$ cat config.mk
export PLATFORM = sky130hd
export DESIGN_NAME = castor_map_top
export DESIGN_NICKNAME = d
export VERILOG_FILES = /design/src/design/castor_pkg.sv /design/src/design/castor_map_top.sv /design/src/design/gbox_lane_map.sv /design/src/design/io_ctrl_stage.sv /design/src/design/irq_dma_bridge.sv /design/src/design/pl_cfg_bank.sv
export SDC_FILE = /design/constraint.sdc
export NUM_CORES = 1
export LEC_CHECK = 0
export ABC_AREA = 1
export BUFFER_PORTS_ARGS = -buffer_cell sky130_fd_sc_hd__clkbuf_2
export CAP_MARGIN = 30
export CORE_UTILIZATION = 40
export CTS_BUF_LIST = sky130_fd_sc_hd__clkbuf_16
export CTS_CLUSTER_SIZE = 14
export DETAILED_ROUTE_END_ITERATION = 8
export GPL_TIMING_DRIVEN = 0
export PLACE_DENSITY = 0.66
export SLEW_MARGIN = 5
export SYNTH_ARGS = -nofsm -noshare
export SYNTH_HDL_FRONTEND = slang
export SYNTH_HIERARCHICAL = 1
export SYNTH_SLANG_ARGS = --single-unit
export TNS_END_PERCENT = 30
$ cat constraint.sdc
create_clock -name clk -period 1.6 [get_ports clk]
set_input_delay 0.08 -clock clk [delete_from_list [all_inputs] [get_ports clk]]
set_output_delay 0.08 -clock clk [all_outputs]
set_load 0.05 [all_outputs]
$ cat src/design/castor_pkg.sv
package castor_pkg;

  // ************************************************************
  // size defaults, the top level passes these down
  // ************************************************************
  localparam int GBOX_DWID_DEF    = 8;  // bits per gearbox lane
  localparam int FAB_GBOX_NUM_DEF = 4;  // gearbox lanes, one pad each

  localparam int IRQ_SRC_NUM = 16;  // fabric to SoC interrupts
  localparam int IRQ_SET_NUM = 12;  // SoC to fabric interrupts
  localparam int DMA_NUM     = 4;   // dma channels

  localparam int PL_DWID = 36;
  localparam int PL_AWID = 32;
  localparam int PL_HWID = PL_DWID / 2;  // one pl_wen half

  // ************************************************************
  // per-pad IO cell setting
  // ************************************************************
  typedef struct packed {
    logic       oe_en;  // lets the dynamic oe through
    logic       ie;
    logic       pe;
    logic       pud;
    logic [1:0] aic;
    logic [1:0] ds;
    logic [1:0] sr;
    logic [1:0] mc;
  } io_ctrl_t;

  localparam int IO_CTRL_W = $bits(io_ctrl_t);  // 12, sits in half 0

  // ************************************************************
  // one parallel-load access
  // ************************************************************
  typedef struct packed {
    logic               init;  // clears the whole bank
    logic               ena;
    logic [1:0]         wen;   // one bit per 18-bit half
    logic               ren;
    logic [PL_AWID-1:0] addr;
    logic [PL_DWID-1:0] data;
  } pl_cmd_t;

  // word addresses
  localparam logic [PL_AWID-1:0] PAD_BASE_ADDR = 32'h0;  // pads 0..N-1
  localparam logic [PL_AWID-1:0] MASK_ADDR     = 32'h100;

  // the mask word keeps the dma enable at the bottom of half 1
  localparam int DMA_EN_LSB = PL_HWID;

endpackage

$ cat src/design/castor_map_top.sv
`timescale 1ns/1ps

module castor_map_top #(
  parameter int GBOX_DWID    = castor_pkg::GBOX_DWID_DEF,
  parameter int FAB_GBOX_NUM = castor_pkg::FAB_GBOX_NUM_DEF
) (
  input  logic                                 clk,
  input  logic                                 rst_i,
  input  logic                                 cfg_done_i,
  // pl port
  input  logic                                 pl_init_i,
  input  logic                                 pl_ena_i,
  input  logic [1:0]                           pl_wen_i,
  input  logic                                 pl_ren_i,
  input  logic [castor_pkg::PL_AWID-1:0]       pl_addr_i,
  input  logic [castor_pkg::PL_DWID-1:0]       pl_data_i,
  output logic [castor_pkg::PL_DWID-1:0]       pl_data_o,
  // fabric side
  input  logic [GBOX_DWID*FAB_GBOX_NUM-1:0]    io_f2a_i,
  input  logic [FAB_GBOX_NUM-1:0]              io_oe_dyn_i,
  input  logic [castor_pkg::IRQ_SRC_NUM-1:0]   fab_irq_i,
  input  logic [castor_pkg::DMA_NUM-1:0]       fab_dma_req_i,
  input  logic [castor_pkg::IRQ_SET_NUM-1:0]   fab_irq_clr_i,
  output logic [GBOX_DWID*FAB_GBOX_NUM-1:0]    io_a2f_o,
  output logic [castor_pkg::IRQ_SET_NUM-1:0]   fab_irq_pend_o,
  // gearbox side
  input  logic [GBOX_DWID-1:0]                 gbox2fab_i [0:FAB_GBOX_NUM-1],
  output logic [GBOX_DWID-1:0]                 fab2gbox_o [0:FAB_GBOX_NUM-1],
  // SoC side
  input  logic [castor_pkg::IRQ_SET_NUM-1:0]   a2f_irq_set_i,
  input  logic [castor_pkg::DMA_NUM-1:0]       a2f_dma_ack_i,
  output logic [castor_pkg::IRQ_SRC_NUM-1:0]   f2a_irq_src_o,
  output logic [castor_pkg::DMA_NUM-1:0]       f2a_dma_req_o,
  // IO cell
  output logic [FAB_GBOX_NUM-1:0]              fab_io_ie_o,
  output logic [FAB_GBOX_NUM-1:0]              fab_io_oe_o,
  output logic [FAB_GBOX_NUM-1:0]              fab_io_pe_o,
  output logic [FAB_GBOX_NUM-1:0]              fab_io_pud_o,
  output logic [FAB_GBOX_NUM*2-1:0]            fab_io_aic_o,
  output logic [FAB_GBOX_NUM*2-1:0]            fab_io_ds_o,
  output logic [FAB_GBOX_NUM*2-1:0]            fab_io_sr_o,
  output logic [FAB_GBOX_NUM*2-1:0]            fab_io_mc_o
);
  import castor_pkg::*;

  pl_cmd_t                pl_cmd;
  io_ctrl_t               pad_cfg [FAB_GBOX_NUM];  // bank to IO stage
  logic [IRQ_SRC_NUM-1:0] irq_mask;
  logic [DMA_NUM-1:0]     dma_en;

  // ************************************************************
  // config bank
  // ************************************************************
  assign pl_cmd = '{init: pl_init_i, ena: pl_ena_i, wen: pl_wen_i, ren: pl_ren_i,
                    addr: pl_addr_i, data: pl_data_i};

  pl_cfg_bank #(.FAB_GBOX_NUM(FAB_GBOX_NUM)) u_pl_cfg_bank (
    .clk        (clk),
    .rst_i      (rst_i),
    .pl_cmd_i   (pl_cmd),
    .pl_data_o  (pl_data_o),
    .pad_cfg_o  (pad_cfg),
    .irq_mask_o (irq_mask),
    .dma_en_o   (dma_en)
  );

  // ************************************************************
  // output stages, all one register deep
  // ************************************************************
  io_ctrl_stage #(.FAB_GBOX_NUM(FAB_GBOX_NUM)) u_io_ctrl_stage (
    .clk          (clk),
    .rst_i        (rst_i),
    .cfg_done_i   (cfg_done_i),
    .pad_cfg_i    (pad_cfg),
    .io_oe_dyn_i  (io_oe_dyn_i),
    .fab_io_ie_o  (fab_io_ie_o),
    .fab_io_oe_o  (fab_io_oe_o),  // oe_en and dynamic enable combined
    .fab_io_pe_o  (fab_io_pe_o),
    .fab_io_pud_o (fab_io_pud_o),
    .fab_io_aic_o (fab_io_aic_o),
    .fab_io_ds_o  (fab_io_ds_o),
    .fab_io_sr_o  (fab_io_sr_o),
    .fab_io_mc_o  (fab_io_mc_o)
  );

  gbox_lane_map #(
    .GBOX_DWID    (GBOX_DWID),
    .FAB_GBOX_NUM (FAB_GBOX_NUM)
  ) u_gbox_lane_map (
    .clk        (clk),
    .rst_i      (rst_i),
    .cfg_done_i (cfg_done_i),
    .io_f2a_i   (io_f2a_i),
    .gbox2fab_i (gbox2fab_i),
    .fab2gbox_o (fab2gbox_o),
    .io_a2f_o   (io_a2f_o)
  );

  irq_dma_bridge u_irq_dma_bridge (
    .clk            (clk),
    .rst_i          (rst_i),
    .cfg_done_i     (cfg_done_i),
    .irq_mask_i     (irq_mask),
    .dma_en_i       (dma_en),
    .fab_irq_i      (fab_irq_i),
    .fab_irq_clr_i  (fab_irq_clr_i),
    .fab_dma_req_i  (fab_dma_req_i),
    .a2f_irq_set_i  (a2f_irq_set_i),
    .a2f_dma_ack_i  (a2f_dma_ack_i),
    .f2a_irq_src_o  (f2a_irq_src_o),
    .fab_irq_pend_o (fab_irq_pend_o),
    .f2a_dma_req_o  (f2a_dma_req_o)
  );

endmodule

$ cat src/design/gbox_lane_map.sv
`timescale 1ns/1ps

module gbox_lane_map #(
  parameter int GBOX_DWID    = castor_pkg::GBOX_DWID_DEF,
  parameter int FAB_GBOX_NUM = castor_pkg::FAB_GBOX_NUM_DEF
) (
  input  logic                                clk,
  input  logic                                rst_i,
  input  logic                                cfg_done_i,
  input  logic [GBOX_DWID*FAB_GBOX_NUM-1:0]   io_f2a_i,  // fabric pad bits
  input  logic [GBOX_DWID-1:0]                gbox2fab_i [0:FAB_GBOX_NUM-1],
  output logic [GBOX_DWID-1:0]                fab2gbox_o [0:FAB_GBOX_NUM-1],
  output logic [GBOX_DWID*FAB_GBOX_NUM-1:0]   io_a2f_o  // to fabric
);

  localparam int BUS_W = GBOX_DWID * FAB_GBOX_NUM;

  logic [BUS_W-1:0] a2f_nxt;

  // ************************************************************
  // fabric to gearbox
  // ************************************************************
  always_ff @(posedge clk) begin
    if (rst_i) begin
      for (int k = 0; k < FAB_GBOX_NUM; k++) begin
        fab2gbox_o[k] <= '0;
      end
    end else begin
      for (int k = 0; k < FAB_GBOX_NUM; k++) begin
        if (cfg_done_i) begin
          fab2gbox_o[k] <= io_f2a_i[k*GBOX_DWID +: GBOX_DWID];  // lane k slice
        end else begin
          fab2gbox_o[k] <= '0;  // quiet while configuring
        end
      end
    end
  end

  // ************************************************************
  // gearbox to fabric
  // ************************************************************
  always_comb begin
    for (int k = 0; k < FAB_GBOX_NUM; k++) begin
      a2f_nxt[k*GBOX_DWID +: GBOX_DWID] = gbox2fab_i[k];  // same lane order
    end
  end

  always_ff @(posedge clk) begin
    if (rst_i) begin
      io_a2f_o <= '0;
    end else begin
      io_a2f_o <= a2f_nxt;  // no cfg_done gating on this side
    end
  end

endmodule

$ cat src/design/io_ctrl_stage.sv
`timescale 1ns/1ps

module io_ctrl_stage #(
  parameter int FAB_GBOX_NUM = castor_pkg::FAB_GBOX_NUM_DEF
) (
  input  logic                        clk,
  input  logic                        rst_i,
  input  logic                        cfg_done_i,  // low while configuring
  input  castor_pkg::io_ctrl_t        pad_cfg_i [FAB_GBOX_NUM],
  input  logic [FAB_GBOX_NUM-1:0]     io_oe_dyn_i,  // from fabric logic
  output logic [FAB_GBOX_NUM-1:0]     fab_io_ie_o,
  output logic [FAB_GBOX_NUM-1:0]     fab_io_oe_o,
  output logic [FAB_GBOX_NUM-1:0]     fab_io_pe_o,
  output logic [FAB_GBOX_NUM-1:0]     fab_io_pud_o,
  output logic [FAB_GBOX_NUM*2-1:0]   fab_io_aic_o,
  output logic [FAB_GBOX_NUM*2-1:0]   fab_io_ds_o,
  output logic [FAB_GBOX_NUM*2-1:0]   fab_io_sr_o,
  output logic [FAB_GBOX_NUM*2-1:0]   fab_io_mc_o
);

  logic [FAB_GBOX_NUM-1:0] oe_nxt;
  logic [FAB_GBOX_NUM-1:0] ie_nxt;

  // ************************************************************
  // enables, both held off until configuration is done
  // ************************************************************
  always_comb begin
    for (int i = 0; i < FAB_GBOX_NUM; i++) begin
      oe_nxt[i] = cfg_done_i & pad_cfg_i[i].oe_en & io_oe_dyn_i[i];
      ie_nxt[i] = cfg_done_i & pad_cfg_i[i].ie;  // pad stays HiZ otherwise
    end
  end

  // ************************************************************
  // IO cell bus registers
  // ************************************************************
  always_ff @(posedge clk) begin
    if (rst_i) begin
      fab_io_ie_o  <= '0;
      fab_io_oe_o  <= '0;
      fab_io_pe_o  <= '0;
      fab_io_pud_o <= '0;
      fab_io_aic_o <= '0;
      fab_io_ds_o  <= '0;
      fab_io_sr_o  <= '0;
      fab_io_mc_o  <= '0;
    end else begin
      fab_io_ie_o <= ie_nxt;
      fab_io_oe_o <= oe_nxt;
      for (int i = 0; i < FAB_GBOX_NUM; i++) begin
        fab_io_pe_o[i]       <= pad_cfg_i[i].pe;
        fab_io_pud_o[i]      <= pad_cfg_i[i].pud;
        fab_io_aic_o[2*i +: 2] <= pad_cfg_i[i].aic;  // pad i owns bits 2i+1:2i
        fab_io_ds_o[2*i +: 2]  <= pad_cfg_i[i].ds;
        fab_io_sr_o[2*i +: 2]  <= pad_cfg_i[i].sr;
        fab_io_mc_o[2*i +: 2]  <= pad_cfg_i[i].mc;
      end
    end
  end

endmodule

$ cat src/design/irq_dma_bridge.sv
`timescale 1ns/1ps

module irq_dma_bridge (
  input  logic                                 clk,
  input  logic                                 rst_i,
  input  logic                                 cfg_done_i,
  input  logic [castor_pkg::IRQ_SRC_NUM-1:0]   irq_mask_i,
  input  logic [castor_pkg::DMA_NUM-1:0]       dma_en_i,
  input  logic [castor_pkg::IRQ_SRC_NUM-1:0]   fab_irq_i,      // from fabric
  input  logic [castor_pkg::IRQ_SET_NUM-1:0]   fab_irq_clr_i,  // pulses
  input  logic [castor_pkg::DMA_NUM-1:0]       fab_dma_req_i,  // pulses
  input  logic [castor_pkg::IRQ_SET_NUM-1:0]   a2f_irq_set_i,  // from SoC, pulses
  input  logic [castor_pkg::DMA_NUM-1:0]       a2f_dma_ack_i,  // from SoC, pulses
  output logic [castor_pkg::IRQ_SRC_NUM-1:0]   f2a_irq_src_o,
  output logic [castor_pkg::IRQ_SET_NUM-1:0]   fab_irq_pend_o,
  output logic [castor_pkg::DMA_NUM-1:0]       f2a_dma_req_o
);
  import castor_pkg::*;

  logic [IRQ_SRC_NUM-1:0] src_nxt;
  logic [IRQ_SET_NUM-1:0] pend_nxt;
  logic [DMA_NUM-1:0]     dma_set;
  logic [DMA_NUM-1:0]     dma_nxt;

  // ************************************************************
  // fabric interrupts to SoC
  // ************************************************************
  assign src_nxt = cfg_done_i ? (fab_irq_i & irq_mask_i) : '0;

  always_ff @(posedge clk) begin
    if (rst_i) begin
      f2a_irq_src_o <= '0;
    end else begin
      f2a_irq_src_o <= src_nxt;
    end
  end

  // ************************************************************
  // SoC interrupts to fabric, sticky until cleared
  // ************************************************************
  // a set in the same cycle as a clear keeps the bit
  assign pend_nxt = a2f_irq_set_i | (fab_irq_pend_o & ~fab_irq_clr_i);

  always_ff @(posedge clk) begin
    if (rst_i) begin
      fab_irq_pend_o <= '0;
    end else begin
      fab_irq_pend_o <= pend_nxt;
    end
  end

  // ************************************************************
  // dma requests, held until acknowledged
  // ************************************************************
  assign dma_set = fab_dma_req_i & dma_en_i;  // disabled channels dropped
  assign dma_nxt = dma_set | (f2a_dma_req_o & ~a2f_dma_ack_i);

  always_ff @(posedge clk) begin
    if (rst_i) begin
      f2a_dma_req_o <= '0;
    end else begin
      f2a_dma_req_o <= dma_nxt;
    end
  end

endmodule

$ cat src/design/pl_cfg_bank.sv
`timescale 1ns/1ps

module pl_cfg_bank #(
  parameter int FAB_GBOX_NUM = castor_pkg::FAB_GBOX_NUM_DEF
) (
  input  logic                                 clk,
  input  logic                                 rst_i,
  input  castor_pkg::pl_cmd_t                  pl_cmd_i,
  output logic [castor_pkg::PL_DWID-1:0]       pl_data_o,
  output castor_pkg::io_ctrl_t                 pad_cfg_o [FAB_GBOX_NUM],
  output logic [castor_pkg::IRQ_SRC_NUM-1:0]   irq_mask_o,
  output logic [castor_pkg::DMA_NUM-1:0]       dma_en_o
);
  import castor_pkg::*;

  logic [FAB_GBOX_NUM-1:0] pad_hit;  // one-hot pad word decode
  logic                    mask_hit;
  logic                    wr_lo;
  logic                    wr_hi;
  logic                    rd_req;
  logic [PL_DWID-1:0]      rd_word;

  io_ctrl_t                pad_q [FAB_GBOX_NUM];
  logic [IRQ_SRC_NUM-1:0]  mask_q;
  logic [DMA_NUM-1:0]      dma_q;

  // ************************************************************
  // address decode
  // ************************************************************
  always_comb begin
    for (int i = 0; i < FAB_GBOX_NUM; i++) begin
      pad_hit[i] = (pl_cmd_i.addr == PAD_BASE_ADDR + PL_AWID'(i));
    end
  end

  assign mask_hit = (pl_cmd_i.addr == MASK_ADDR);
  assign wr_lo    = pl_cmd_i.ena & pl_cmd_i.wen[0];  // bits 17:0
  assign wr_hi    = pl_cmd_i.ena & pl_cmd_i.wen[1];  // bits 35:18
  assign rd_req   = pl_cmd_i.ena & pl_cmd_i.ren;

  // ************************************************************
  // register writes
  // ************************************************************
  always_ff @(posedge clk) begin
    if (rst_i || pl_cmd_i.init) begin
      for (int i = 0; i < FAB_GBOX_NUM; i++) begin
        pad_q[i] <= '0;
      end
      mask_q <= '0;
      dma_q  <= '0;
    end else begin
      for (int i = 0; i < FAB_GBOX_NUM; i++) begin
        if (wr_lo && pad_hit[i]) begin
          pad_q[i] <= io_ctrl_t'(pl_cmd_i.data[IO_CTRL_W-1:0]);  // half 1 unused
        end
      end
      if (wr_lo && mask_hit) begin
        mask_q <= pl_cmd_i.data[IRQ_SRC_NUM-1:0];
      end
      if (wr_hi && mask_hit) begin
        dma_q <= pl_cmd_i.data[DMA_EN_LSB +: DMA_NUM];
      end
    end
  end

  // ************************************************************
  // readback
  // ************************************************************
  always_comb begin
    rd_word = '0;  // unaddressed reads give zero
    for (int i = 0; i < FAB_GBOX_NUM; i++) begin
      if (pad_hit[i]) begin
        rd_word[IO_CTRL_W-1:0] = pad_q[i];
      end
    end
    if (mask_hit) begin
      rd_word[IRQ_SRC_NUM-1:0]         = mask_q;
      rd_word[DMA_EN_LSB +: DMA_NUM]   = dma_q;
    end
  end

  always_ff @(posedge clk) begin
    if (rst_i) begin
      pl_data_o <= '0;
    end else if (rd_req) begin
      pl_data_o <= rd_word;  // held until the next read
    end
  end

  assign pad_cfg_o  = pad_q;
  assign irq_mask_o = mask_q;
  assign dma_en_o   = dma_q;

endmodule

## Word-level counts from Yosys, hierarchy flattened

Index checks and enable logic that the tools add are counted.

| word-level totals | value |
|---|---|
| bits in registers | 232 |
| bits of input ports | 192 |
| bits in read-only memories | 0 |
| output and inout bits | 180 |
| memories kept | 0 |
| memory bits (writable) | 0 |
| logic and storage cells | 94 |
| bits in latches | 0 |

| operators by class | value |
|---|---|
| add/sub/neg operators | 0 |
| muxes and demuxes | 6 |
| eq/ne operators | 4 |
| bitwise logic cells | 24 |
| reduce and logical (&&, ||, !) cells | 9 |
| magnitude comparators | 0 |
| $mul | 0 |
| shifts and indexed selects | 0 |
| divide/modulo/power cells | 0 |

Operator list:

| kind | count |
|---|---|
| $eq A32 B2 Y1 const B | 2 |
| $mux W12 | 4 |
| $eq A32 B1 Y1 const B | 1 |
| $eq A32 B9 Y1 const B | 1 |
| $logic_not A32 Y1 | 1 |
| $and A16 B16 Y16 | 1 |
| $mux W16 | 1 |
| $and A1 B1 Y1 | 15 |
| $and A12 B12 Y12 | 1 |
| $not A12 Y12 | 1 |
| $or A12 B12 Y12 | 1 |
| $and A4 B4 Y4 | 2 |
| $logic_and A1 B1 Y1 | 6 |
| $mux W4 | 1 |
| $not A4 Y4 | 1 |
| $or A4 B4 Y4 | 1 |
| $reduce_or A2 Y1 | 1 |
| $logic_or A1 B1 Y1 | 1 |
| $not A1 Y1 | 1 |

## Longest topological paths before layout

Gate-level depths: netlist (run 1).

| depth | value |
|---|---|
| depth after elaboration | 6 |
| gate-level depth with buffers | 13 |
| mapped depth without buffers | 11 |

## Modules after synthesis

Netlist (run 1), hierarchy kept.

By module, submodules not included:

| module | times used | area each (um2) | cells each | sequential area each (um2) |
|---|---|---|---|---|
| pl_cfg_bank | 1 | 4490.6 | 583 | 1761.7 |
| gbox_lane_map | 1 | 1911.8 | 201 | 1281.2 |
| io_ctrl_stage | 1 | 1385.1 | 151 | 960.9 |
| irq_dma_bridge | 1 | 1096.1 | 133 | 640.6 |

## Least setup slack after synthesis (run 1)

Ideal clock, no wire load.

| timing path | value |
|---|---|
| path kind | input -> register |
| from | input pl_addr_i[15] in the netlist's numbering |
| to | register u_pl_cfg_bank.pad_q (netlist bit u_pl_cfg_bank/pad_cfg_o[17]) |
| data arrival time | 1.145 ns |
| stages | 7 |
| path buffers | 1 |
| library setup time | 0.143 ns |
| setup slack | 0.311 ns |
| data required time | 1.457 ns |
| cell sequence | nor2_1 -> nand2_2 -> inv_2 -> nand2_2 -> nor4_4 -> buf_4 -> a211oi_1 |

| on the way | value |
|---|---|
| word-level cells in the longest chain between the ends | 2 |

Ends and longest elaborated chain:

| item | line | source |
|---|---|---|
| from (decl) | castor_map_top.sv:15 | `input logic [castor_pkg::PL_AWID-1:0] pl_addr_i,` |
| $eq A32 B2 Y1 | pl_cfg_bank.sv:32 | `pad_hit[i] = (pl_cmd_i.addr == PAD_BASE_ADDR + PL_AWID'(i));` |
| $logic_and A1 B1 Y1 | pl_cfg_bank.sv:53 | `if (wr_lo && pad_hit[i]) begin` |
| to (signal, indexed assignment) | pl_cfg_bank.sv:54 | `pad_q[i] <= io_ctrl_t'(pl_cmd_i.data[IO_CTRL_W-1:0]);` |
| to (decl) | pl_cfg_bank.sv:23 | `io_ctrl_t pad_q [FAB_GBOX_NUM];` |

No other way between the ends.
A chain may end at the register's enable or synchronous reset.

## Worst setup path after layout (run 1)

| timing path | value |
|---|---|
| from | register u_gbox_lane_map/fab2gbox_o[17] in the netlist's numbering |
| to | output fab2gbox_o[17] in the netlist's numbering |

RTL lines:

| item | line | source |
|---|---|---|
| from (decl) | gbox_lane_map.sv:12 | `output logic [GBOX_DWID-1:0] fab2gbox_o [0:FAB_GBOX_NUM-1],` |
| from (signal, indexed assignment) | gbox_lane_map.sv:31 | `fab2gbox_o[k] <= io_f2a_i[k*GBOX_DWID +: GBOX_DWID];` |
| to (decl) | castor_map_top.sv:28 | `output logic [GBOX_DWID-1:0] fab2gbox_o [0:FAB_GBOX_NUM-1],` |

No word-level cell between the ends.

==> results of run 1 <==
[registers in the layout, indices dropped and copies added (netlist names), 8 cells and up]
register / flops
u_gbox_lane_map/fab2gbox_o: 32
u_pl_cfg_bank/pad_cfg_o: 48
u_io_ctrl_stage/fab_io_aic_o: 8
u_io_ctrl_stage/fab_io_sr_o: 8
u_io_ctrl_stage/fab_io_ds_o: 8
u_irq_dma_bridge/fab_irq_pend_o: 12
u_pl_cfg_bank/pl_data_o: 20
u_pl_cfg_bank/irq_mask_o: 16
u_io_ctrl_stage/fab_io_mc_o: 8
u_gbox_lane_map/io_a2f_o: 32
u_irq_dma_bridge/f2a_irq_src_o: 16
[cells by family after synthesis]
logic type	synth area share, %
other	0.0422
DFF	52.3
buffers and inverters	13.5
AOI/OAI and AO/OA	11.1
and+or+nand+nor	23.1
[worst min path at each step]
| stage | start | slack, ps | cells after the start | endpoint |
|---|---|---|---|---|
| after global routing | cfg_done_i | 50 | 3 | u_io_ctrl_stage/fab_io_ie_o[1]$_SDFF_PP0_ |
| after CTS | cfg_done_i | 20 | 3 | u_io_ctrl_stage/fab_io_ie_o[3]$_SDFF_PP0_ |
| final | cfg_done_i | 20 | 3 | u_io_ctrl_stage/fab_io_ie_o[3]$_SDFF_PP0_ |
| after global placement | gbox2fab_i[4] | 280 | 3 | u_gbox_lane_map/io_a2f_o[28]$_SDFF_PP0_ |
| after floorplan | rst_i | 150 | 1 | u_pl_cfg_bank/pl_data_o[0]$_SDFFE_PP0P_ |
| after detailed placement | gbox2fab_i[24] | 280 | 3 | u_gbox_lane_map/io_a2f_o[0]$_SDFF_PP0_ |
[metrics by stage]
| step | setup TNS [ps] | hold WS, ps |
|---|---|---|
| after global routing | 0 | 49.2 |
| after CTS | 0 | 22.5 |
| after floorplan | 0 | 149 |
| after detailed placement | -6380 | 276 |
| final | 0 | 20.8 |
| after global placement | -5600 | 275 |
[synth_stat cells, drive strengths merged]
| master | n | area [um^2] |
|---|---|---|
| dfxtp | 232 | 4640 |
| nor4 | 1 | 21.3 |
| conb | 1 | 3.75 |
| nand4 | 2 | 27.5 |
| o21ai | 17 | 85.1 |
| nand2 | 140 | 576 |
| nor3 | 9 | 65.1 |
| a21oi | 47 | 254 |
| buf | 54 | 447 |
| inv | 189 | 712 |
| clkbuf | 9 | 33.8 |
| nor2 | 253 | 1130 |
| a211oi | 60 | 591 |
| or2 | 1 | 6.26 |
| clkinv | 1 | 5.00 |
| nand3 | 45 | 225 |
| o211ai | 7 | 52.6 |
[where the power goes]
part           switching, W  internal, W  leakage [nW]
combinational      0.000980     0.000572          4.12
clock               0.00225      0.00296         0.375
sequential        0.0000435      0.00588          1.89
total               0.00327      0.00941          6.38
[area by class of cell]
class / count / area (um^2)
fillers: 1872 / 8760
repair buffers: 475 / 3060
well taps: 280 / 350
plain buffers: 63 / 480
clock inverters: 16 / 92.6
flip-flops and latches: 232 / 4640
clock buffers: 25 / 626
multi-input cells: 598 / 3100
inverters: 190 / 717
[per-layer routing]
| metal | GRT usage (%) | vias to the layer above |
|---|---|---|
| met4 | 12.8 | 0 |
| met2 | 44.0 | 369 |
| met1 | 29.7 | 3946 |
| li1 | - | 4263 |
| met3 | 4.40 | 87 |
| met5 | 0 | - |
[what timing repair did]
action | 4_1_cts | 5_1_grt
endpoints found under the hold margin | 148 | 0
endpoints found under the setup margin | 0 | 0
hold buffers | 136 | 0
==> impl_metrics.toml, run 1 <==
[cts]
clk_pin_slew_ps = 60
root_buffer = "clkbuf_16"
numCtsBuffers = 25
post_cts_buffers = 0
clock_sinks = 232
clock_latency_ps = 520
clock_path_buffers = 3
cts-resized-gates = 0
tritoncts = "built"
cts_htree_levels = 1

[cells_and_area]
utilization_pct = 59.9
final_common_cell = "clkbuf_2"
nNetsFinal = 1777
most-common-layout-cells = "339 x clkbuf_2, 232 x dfxtp_1, 200 x nor2_1, 188 x inv_1, 136 x dlygate4sd3_1"
stdcell_count = 1879
drive_gt1_share_pct = 33.4
design_area_um2 = 13100
area_growth_pct = 47.1
num_antenna_cells = 0

[drt]
drt_iter0_drc = 420
vias = 8665
drc = 0
wirelength_um = 30200
dr_wl_met2_um = 14600
top_layer_used = "met4"
ant_nets = 0
met3_length_um = 2060
drt-met1-wl_um = 12000
drt_first_pass_iters = 5
viasPerCell = 4.61
wl_per_cell_um = 16.1

[setup_path]
worstSetupEndpoint = "fab2gbox_o[17]"
cp_slowest_stage_delay_ps = 440
r2r_end = "u_irq_dma_bridge/fab_irq_pend_o[11]$_SDFF_PP0_"
cp.arrival_ps = 1280
cp-end-kind = "output pin"
cp-start-kind = "flip-flop"
cpLargestDelayFamily = "flip-flops"
crit_slowest_cell = "dfxtp_1"
crit_type = "reg -> out"
r2r_start = "u_irq_dma_bridge/fab_irq_pend_o[11]$_SDFF_PP0_"
r2r_setup_slack_ps = 360
cp_max_fo = 1
crit_start = "u_gbox_lane_map/fab2gbox_o[17]$_SDFF_PP0_"
cp_num_cells = 1
worst_ep_required_time_ps = 1520
critical_path.cell_chain = "clkbuf_2"
rr_worst_depth = 3
cp_num_buf_inv = 1

[power]
pwr_density_cell_nw_per_um2 = 971
power_leakage_nw = 6.38
ir_drop_uv = 496
finalPower_w = 0.0127

[synth]
avgSynthCellArea_um2 = 8.32
postSynthCellCount = 1068
ys_seq_area_share_pct = 52.3
ys_types = 31
synth_seq_cells = 232
yosysWarnings = 6
synth_area_um2 = 8880

[outcome]
outcome = "finished clean"

[sta]
setup_ws_ps = 240
maxSlewViolCount = 0
finalHoldViolCount = 0
post-route-min-period_ps = 1360
grt_setup_unrepaired = "false"
max_slew_margin_pct = 54.1
tightestPinTransition_ps = 689
max_freq_ghz = 0.735
setup_viol = 0
finalCritPeriodShare_pct = 85.0
worst_clock_skew_ps = 15.4

[die]
start_util_pct = 40.7
fp.dieW_um = 151
die_y_um = 151
core_area_um2 = 21800
io_pins = 372
dieArea_um2 = 22800
placementRows = 54

[global_route]
grt_overflow = 0
antenna_found_initial = 0
grt_pass1_wl_um = 44000
grt_pass1_vias = 8340
track_usage_pct = 25.3
grt_max_degree = 14

[place]
post-place-ws_ps = -264
placed_cell_area_um2 = 11000
gp_congestion = 0.848
dpl.cell_count = 1702
hpwl_um = 21100
portBuffers = 339

[worst_hold_path]
hold_path_class = "in -> reg"

[flow_run]
max_cap_violations = 0
No activity file was read; power rests on OpenSTA's default activity.
==> inputs of run 2 (changes only) <==
- SETUP_SLACK_MARGIN: unset -> 0.4
==> run 2 against run 1 <==
Against the previous run:
- worst setup slack gained 62 ps
- flip-flop and latch count stayed put
- hold slack better by 14 ps
- design area increased by 2.3%
- final cell count is the same
- via count increased by 1.6%
- clock-buffer cell count did not move
- maximum frequency increased by 4.8%
- non-clock buffer count decreased by 1
- register-to-register slack got worse by 30 ps
- sequential share of layout area down 0.73 points
- critical endpoint is now fab2gbox_o[24]
==> impl_metrics.toml, run 2 (synthesis results as in run 1) <==
[outcome]
outcome = "finished clean"

[sta]
max_slew_margin_pct = 43.7
finalCritPeriodShare_pct = 81.1
post-route-min-period_ps = 1300
finalHoldViolCount = 0
setup_viol = 0
grt_setup_unrepaired = "true"
worst_clock_skew_ps = 10.1
tightestPinTransition_ps = 845
max_freq_ghz = 0.770
maxSlewViolCount = 0

[die]
dieArea_um2 = 22800
core_area_um2 = 21800
start_util_pct = 40.7
placementRows = 54
die_y_um = 151
io_pins = 372
fp.dieW_um = 151

[cts]
tritoncts = "built"
root_buffer = "clkbuf_16"
clock_path_buffers = 3
clk_pin_slew_ps = 60
clock_sinks = 232
clock_latency_ps = 510
numCtsBuffers = 25
cts_htree_levels = 1

[cells_and_area]
area_growth_pct = 50.4
final_common_cell = "clkbuf_2"
design_area_um2 = 13400
stdcell_count = 1879
nNetsFinal = 1776
largest_reg_flops = 48
drive_gt1_share_pct = 35.5
utilization_pct = 61.2
most-common-layout-cells = "306 x clkbuf_2, 227 x dfxtp_1, 186 x nor2_1, 185 x inv_1, 133 x dlygate4sd3_1"

[drt]
dr_wl_met2_um = 15600
vias = 8807
viasPerCell = 4.69
ant_nets = 0
drt_iter0_drc = 483
drt-met1-wl_um = 11600
drc = 0
top_layer_used = "met4"
met3_length_um = 2370
drt_first_pass_iters = 7
wirelength_um = 30900
wl_per_cell_um = 16.5

[setup_path]
crit_slowest_cell = "dfxtp_1"
cp.arrival_ps = 1220
cp_max_fo = 1
cp_slowest_stage_delay_ps = 410
cpLargestDelayFamily = "flip-flops"
r2r_start = "u_irq_dma_bridge/fab_irq_pend_o[4]$_SDFF_PP0_"
r2r_setup_slack_ps = 330
cp-end-kind = "output pin"
crit_type = "reg -> out"
cp-start-kind = "flip-flop"
critical_path.cell_chain = "clkbuf_2"
worst_ep_required_time_ps = 1520
cp_num_buf_inv = 1
r2r_end = "u_irq_dma_bridge/fab_irq_pend_o[4]$_SDFF_PP0_"
rr_worst_depth = 3
cp_num_cells = 1

[worst_hold_path]
min_from = "pl_data_i[8]"
min_to = "u_pl_cfg_bank/pad_cfg_o[32]$_SDFFE_PP0P_"
whs_path_depth = 3
hold_path_class = "in -> reg"

[global_route]
grt_pass1_vias = 8341
grt_pass1_wl_um = 44100
grt_max_degree = 14
grt_overflow = 0
antenna_found_initial = 1
track_usage_pct = 25.3

[power]
power_leakage_nw = 6.46
pwr_density_cell_nw_per_um2 = 978
ir_drop_uv = 534

[flow_run]
max_cap_violations = 0

[place]
portBuffers = 339
placed_cell_area_um2 = 11100
dpl.cell_count = 1702
gp_congestion = 0.852
hpwl_um = 21000
[run 2: routing by layer]
layer  vias up  track usage, %
met2       414            44.8
li1       4274               -
met1      4031            28.9
met4         0            12.5
met5         -               0
met3        88            4.97
[run 2: layout make-up]
| type | instances | area [um^2] |
|---|---|---|
| multi-input combinational | 598 | 3220 |
| buffer | 63 | 502 |
| antenna | 1 | 2.50 |
| sequential | 232 | 4650 |
| clock buffer | 25 | 626 |
| timing repair buffer | 474 | 3140 |
| fill | 1879 | 8460 |
| inverter | 190 | 719 |
| clock inverter | 16 | 151 |
| tap | 280 | 350 |
[run 2: power breakdown]
part           internal [W]  switching, W
sequential          0.00588     0.0000462
clock               0.00330       0.00224
combinational      0.000594       0.00101
[run 2: repair_timing]
item | CTS | global route
resized for setup | 4 | 95
setup endpoints to repair | 70 | 141
hold buffers | 133 | 2
endpoints found under the hold margin | 139 | 2
buffers inserted | 0 | 2
pin swaps | 0 | 3
[run 2: how the worst max path moves through the flow]
stage                                              startpoint  slack [ps]                                        end
global route        u_gbox_lane_map/fab2gbox_o[24]$_SDFF_PP0_         260                             fab2gbox_o[24]
finish              u_gbox_lane_map/fab2gbox_o[24]$_SDFF_PP0_         300                             fab2gbox_o[24]
CTS                  u_pl_cfg_bank/pl_data_o[11]$_SDFFE_PP0P_         350                              pl_data_o[11]
floorplan                                       pl_addr_i[19]         350   u_pl_cfg_bank/pl_data_o[10]$_SDFFE_PP0P_
detailed placement                                      rst_i        -280  u_pl_cfg_bank/irq_mask_o[13]$_SDFFE_PP0P_
global placement                                        rst_i        -300  u_pl_cfg_bank/irq_mask_o[14]$_SDFFE_PP0P_
[run 2: tightest hold or removal path: stages]
cell and delay, ps:
clkbuf_2 80, inv_1 220, a211oi_2 110
[run 2: metrics by stage]
step                TNS [ps]  hold WS (ps)  total power (W)  setup slack [ps]
finish                     0          34.4           0.0131               302
global route               0          27.4           0.0135               256
CTS                        0          16.7           0.0131               350
detailed placement     -6370           279          0.00731              -277
global placement       -7100           276          0.00730              -304
floorplan                  0           149          0.00686               353
==> inputs of run 3 (changes only) <==
- clock period: 1.6 -> 1.3 ns (I/O delays scaled with it)
==> run 3 against run 2 <==
Against the previous run:
- worst setup slack worse by 130 ps
- design area up 19%
- register-to-register slack worse by 130 ps
==> impl_metrics.toml, run 3 (synthesis results as in run 1) <==
[outcome]
outcome = "finished clean"

[cts]
clock_path_buffers = 3
clk_pin_slew_ps = 70
cts_htree_levels = 1
clock_sinks = 232
clock_latency_ps = 510
numCtsBuffers = 25
root_buffer = "clkbuf_16"
tritoncts = "built"

[sta]
tightestPinTransition_ps = 770
setup_viol = 0
max_slew_margin_pct = 48.6
setup_ws_ps = 167
worst_clock_skew_ps = 12.8
finalCritPeriodShare_pct = 87.2
maxSlewViolCount = 0
post-route-min-period_ps = 1130
max_freq_ghz = 0.883
grt_setup_unrepaired = "true"
finalHoldViolCount = 0

[drt]
wirelength_um = 36500
drc = 0
drt_first_pass_iters = 5
drt_iter0_drc = 692
wl_per_cell_um = 19.0
ant_nets = 0
vias = 9359
viasPerCell = 4.87

[die]
io_pins = 372
placementRows = 54
start_util_pct = 40.7
dieArea_um2 = 22800
core_area_um2 = 21800
die_y_um = 151
fp.dieW_um = 151

[cells_and_area]
final_common_cell = "inv_1"
design_area_um2 = 16000
most-common-layout-cells = "179 x inv_1, 166 x clkbuf_2, 166 x nor2_1, 138 x dlygate4sd3_1, 120 x nand2_1"
area_growth_pct = 79.7
drive_gt1_share_pct = 46.5
nNetsFinal = 1815
largest_reg_flops = 48

[place]
portBuffers = 339
hpwl_um = 20900
gp_congestion = 0.842
post-place-ws_ps = -576
placed_cell_area_um2 = 11100

[setup_path]
cp_num_buf_inv = 1
cp_slowest_stage_delay_ps = 350
crit_slowest_cell = "dfxtp_1"
cp-end-kind = "output pin"
worst_ep_required_time_ps = 1240
cp_max_fo = 2
cpLargestDelayFamily = "flip-flops"
critical_path.cell_chain = "clkbuf_8"
cp.arrival_ps = 1070
crit_type = "reg -> out"
cp-start-kind = "flip-flop"

[power]
pwr_density_cell_nw_per_um2 = 1040
ir_drop_uv = 693
power_leakage_nw = 7.31

[global_route]
grt_pass1_wl_um = 49000
grt_overflow = 0
grt_max_degree = 14
grt_pass1_vias = 9146
track_usage_pct = 28.3
antenna_found_initial = 2

[worst_hold_path]
hold_path_class = "in -> reg"

[flow_run]
max_cap_violations = 0
## run 3: changes by cell type in the layout (fill, tap and decap cells not counted), moves of 16 or more
cell	before	now
buf_4	37	53
buf_8	0	56
clkbuf_16	25	72
clkbuf_2	306	166
clkbuf_8	1	38
dfxtp_1	227	111
dfxtp_2	4	117
nor2_1	186	166
nor2_4	15	31
## run 3: layout make-up
class                      instances  area [um^2]
antenna                            2         5.00
buffer                            63          548
clock buffer                      25          626
clock inverter                    17          130
fill                            1445         5860
inverter                         190          724
multi-input combinational        598         3460
sequential                       232         4810
tap                              280          350
timing repair buffer             513         5310
## run 3: per-stage QoR
step	power (W)	hold WS [ps]	instances	util, %	setup TNS, ps
after floorplan	0.00844	134	1083	-	0
after global placement	0.00899	265	1702	50.9	-28030
after CTS	0.0162	0.219	1896	68.5	0
after detailed placement	0.00900	263	1702	50.9	-28730
after global routing	0.0171	8.03	1920	73.1	0
final	0.0166	10.1	1920	73.1	0
## run 3: report_power, final
part	switching, W	leakage [nW]	internal, W
clock network	0.00291	0.384	0.00387
registers	0.000107	1.94	0.00726
logic	0.00135	4.99	0.00106
## run 3: worst paths after layout
kind	start	end	slack, ps	cells after the start
setup / recovery	u_pl_cfg_bank/pl_data_o[13]$_SDFFE_PP0P_	pl_data_o[13]	170	1
hold / removal	cfg_done_i	u_gbox_lane_map/fab2gbox_o[29]$_SDFF_PP0_	10	3
setup reg to reg	u_pl_cfg_bank/pad_cfg_o[23]$_SDFFE_PP0P_	u_pl_cfg_bank/pl_data_o[11]$_SDFFE_PP0P_	200	6
hold reg to reg	u_pl_cfg_bank/pad_cfg_o[37]$_SDFFE_PP0P_	u_io_ctrl_stage/fab_io_mc_o[1]$_SDFF_PP0_	430	2
## run 3: repair_timing
item                                   CTS  global route
setup endpoints to repair              252           278
setup buffers                           14            17
endpoints found under the hold margin  157             1
gates cloned                             0             4
gates resized for setup                371           308
pin swaps                               12            31
hold buffers                           138             1
## run 3: routing by layer
layer	global-route usage, %	vias up	share of wire (%)
li1	-	4365	-
met1	29.6	4344	35
met2	50.5	511	51
met3	8.25	139	8.7
met4	16.3	0	5.5
met5	0	-	0
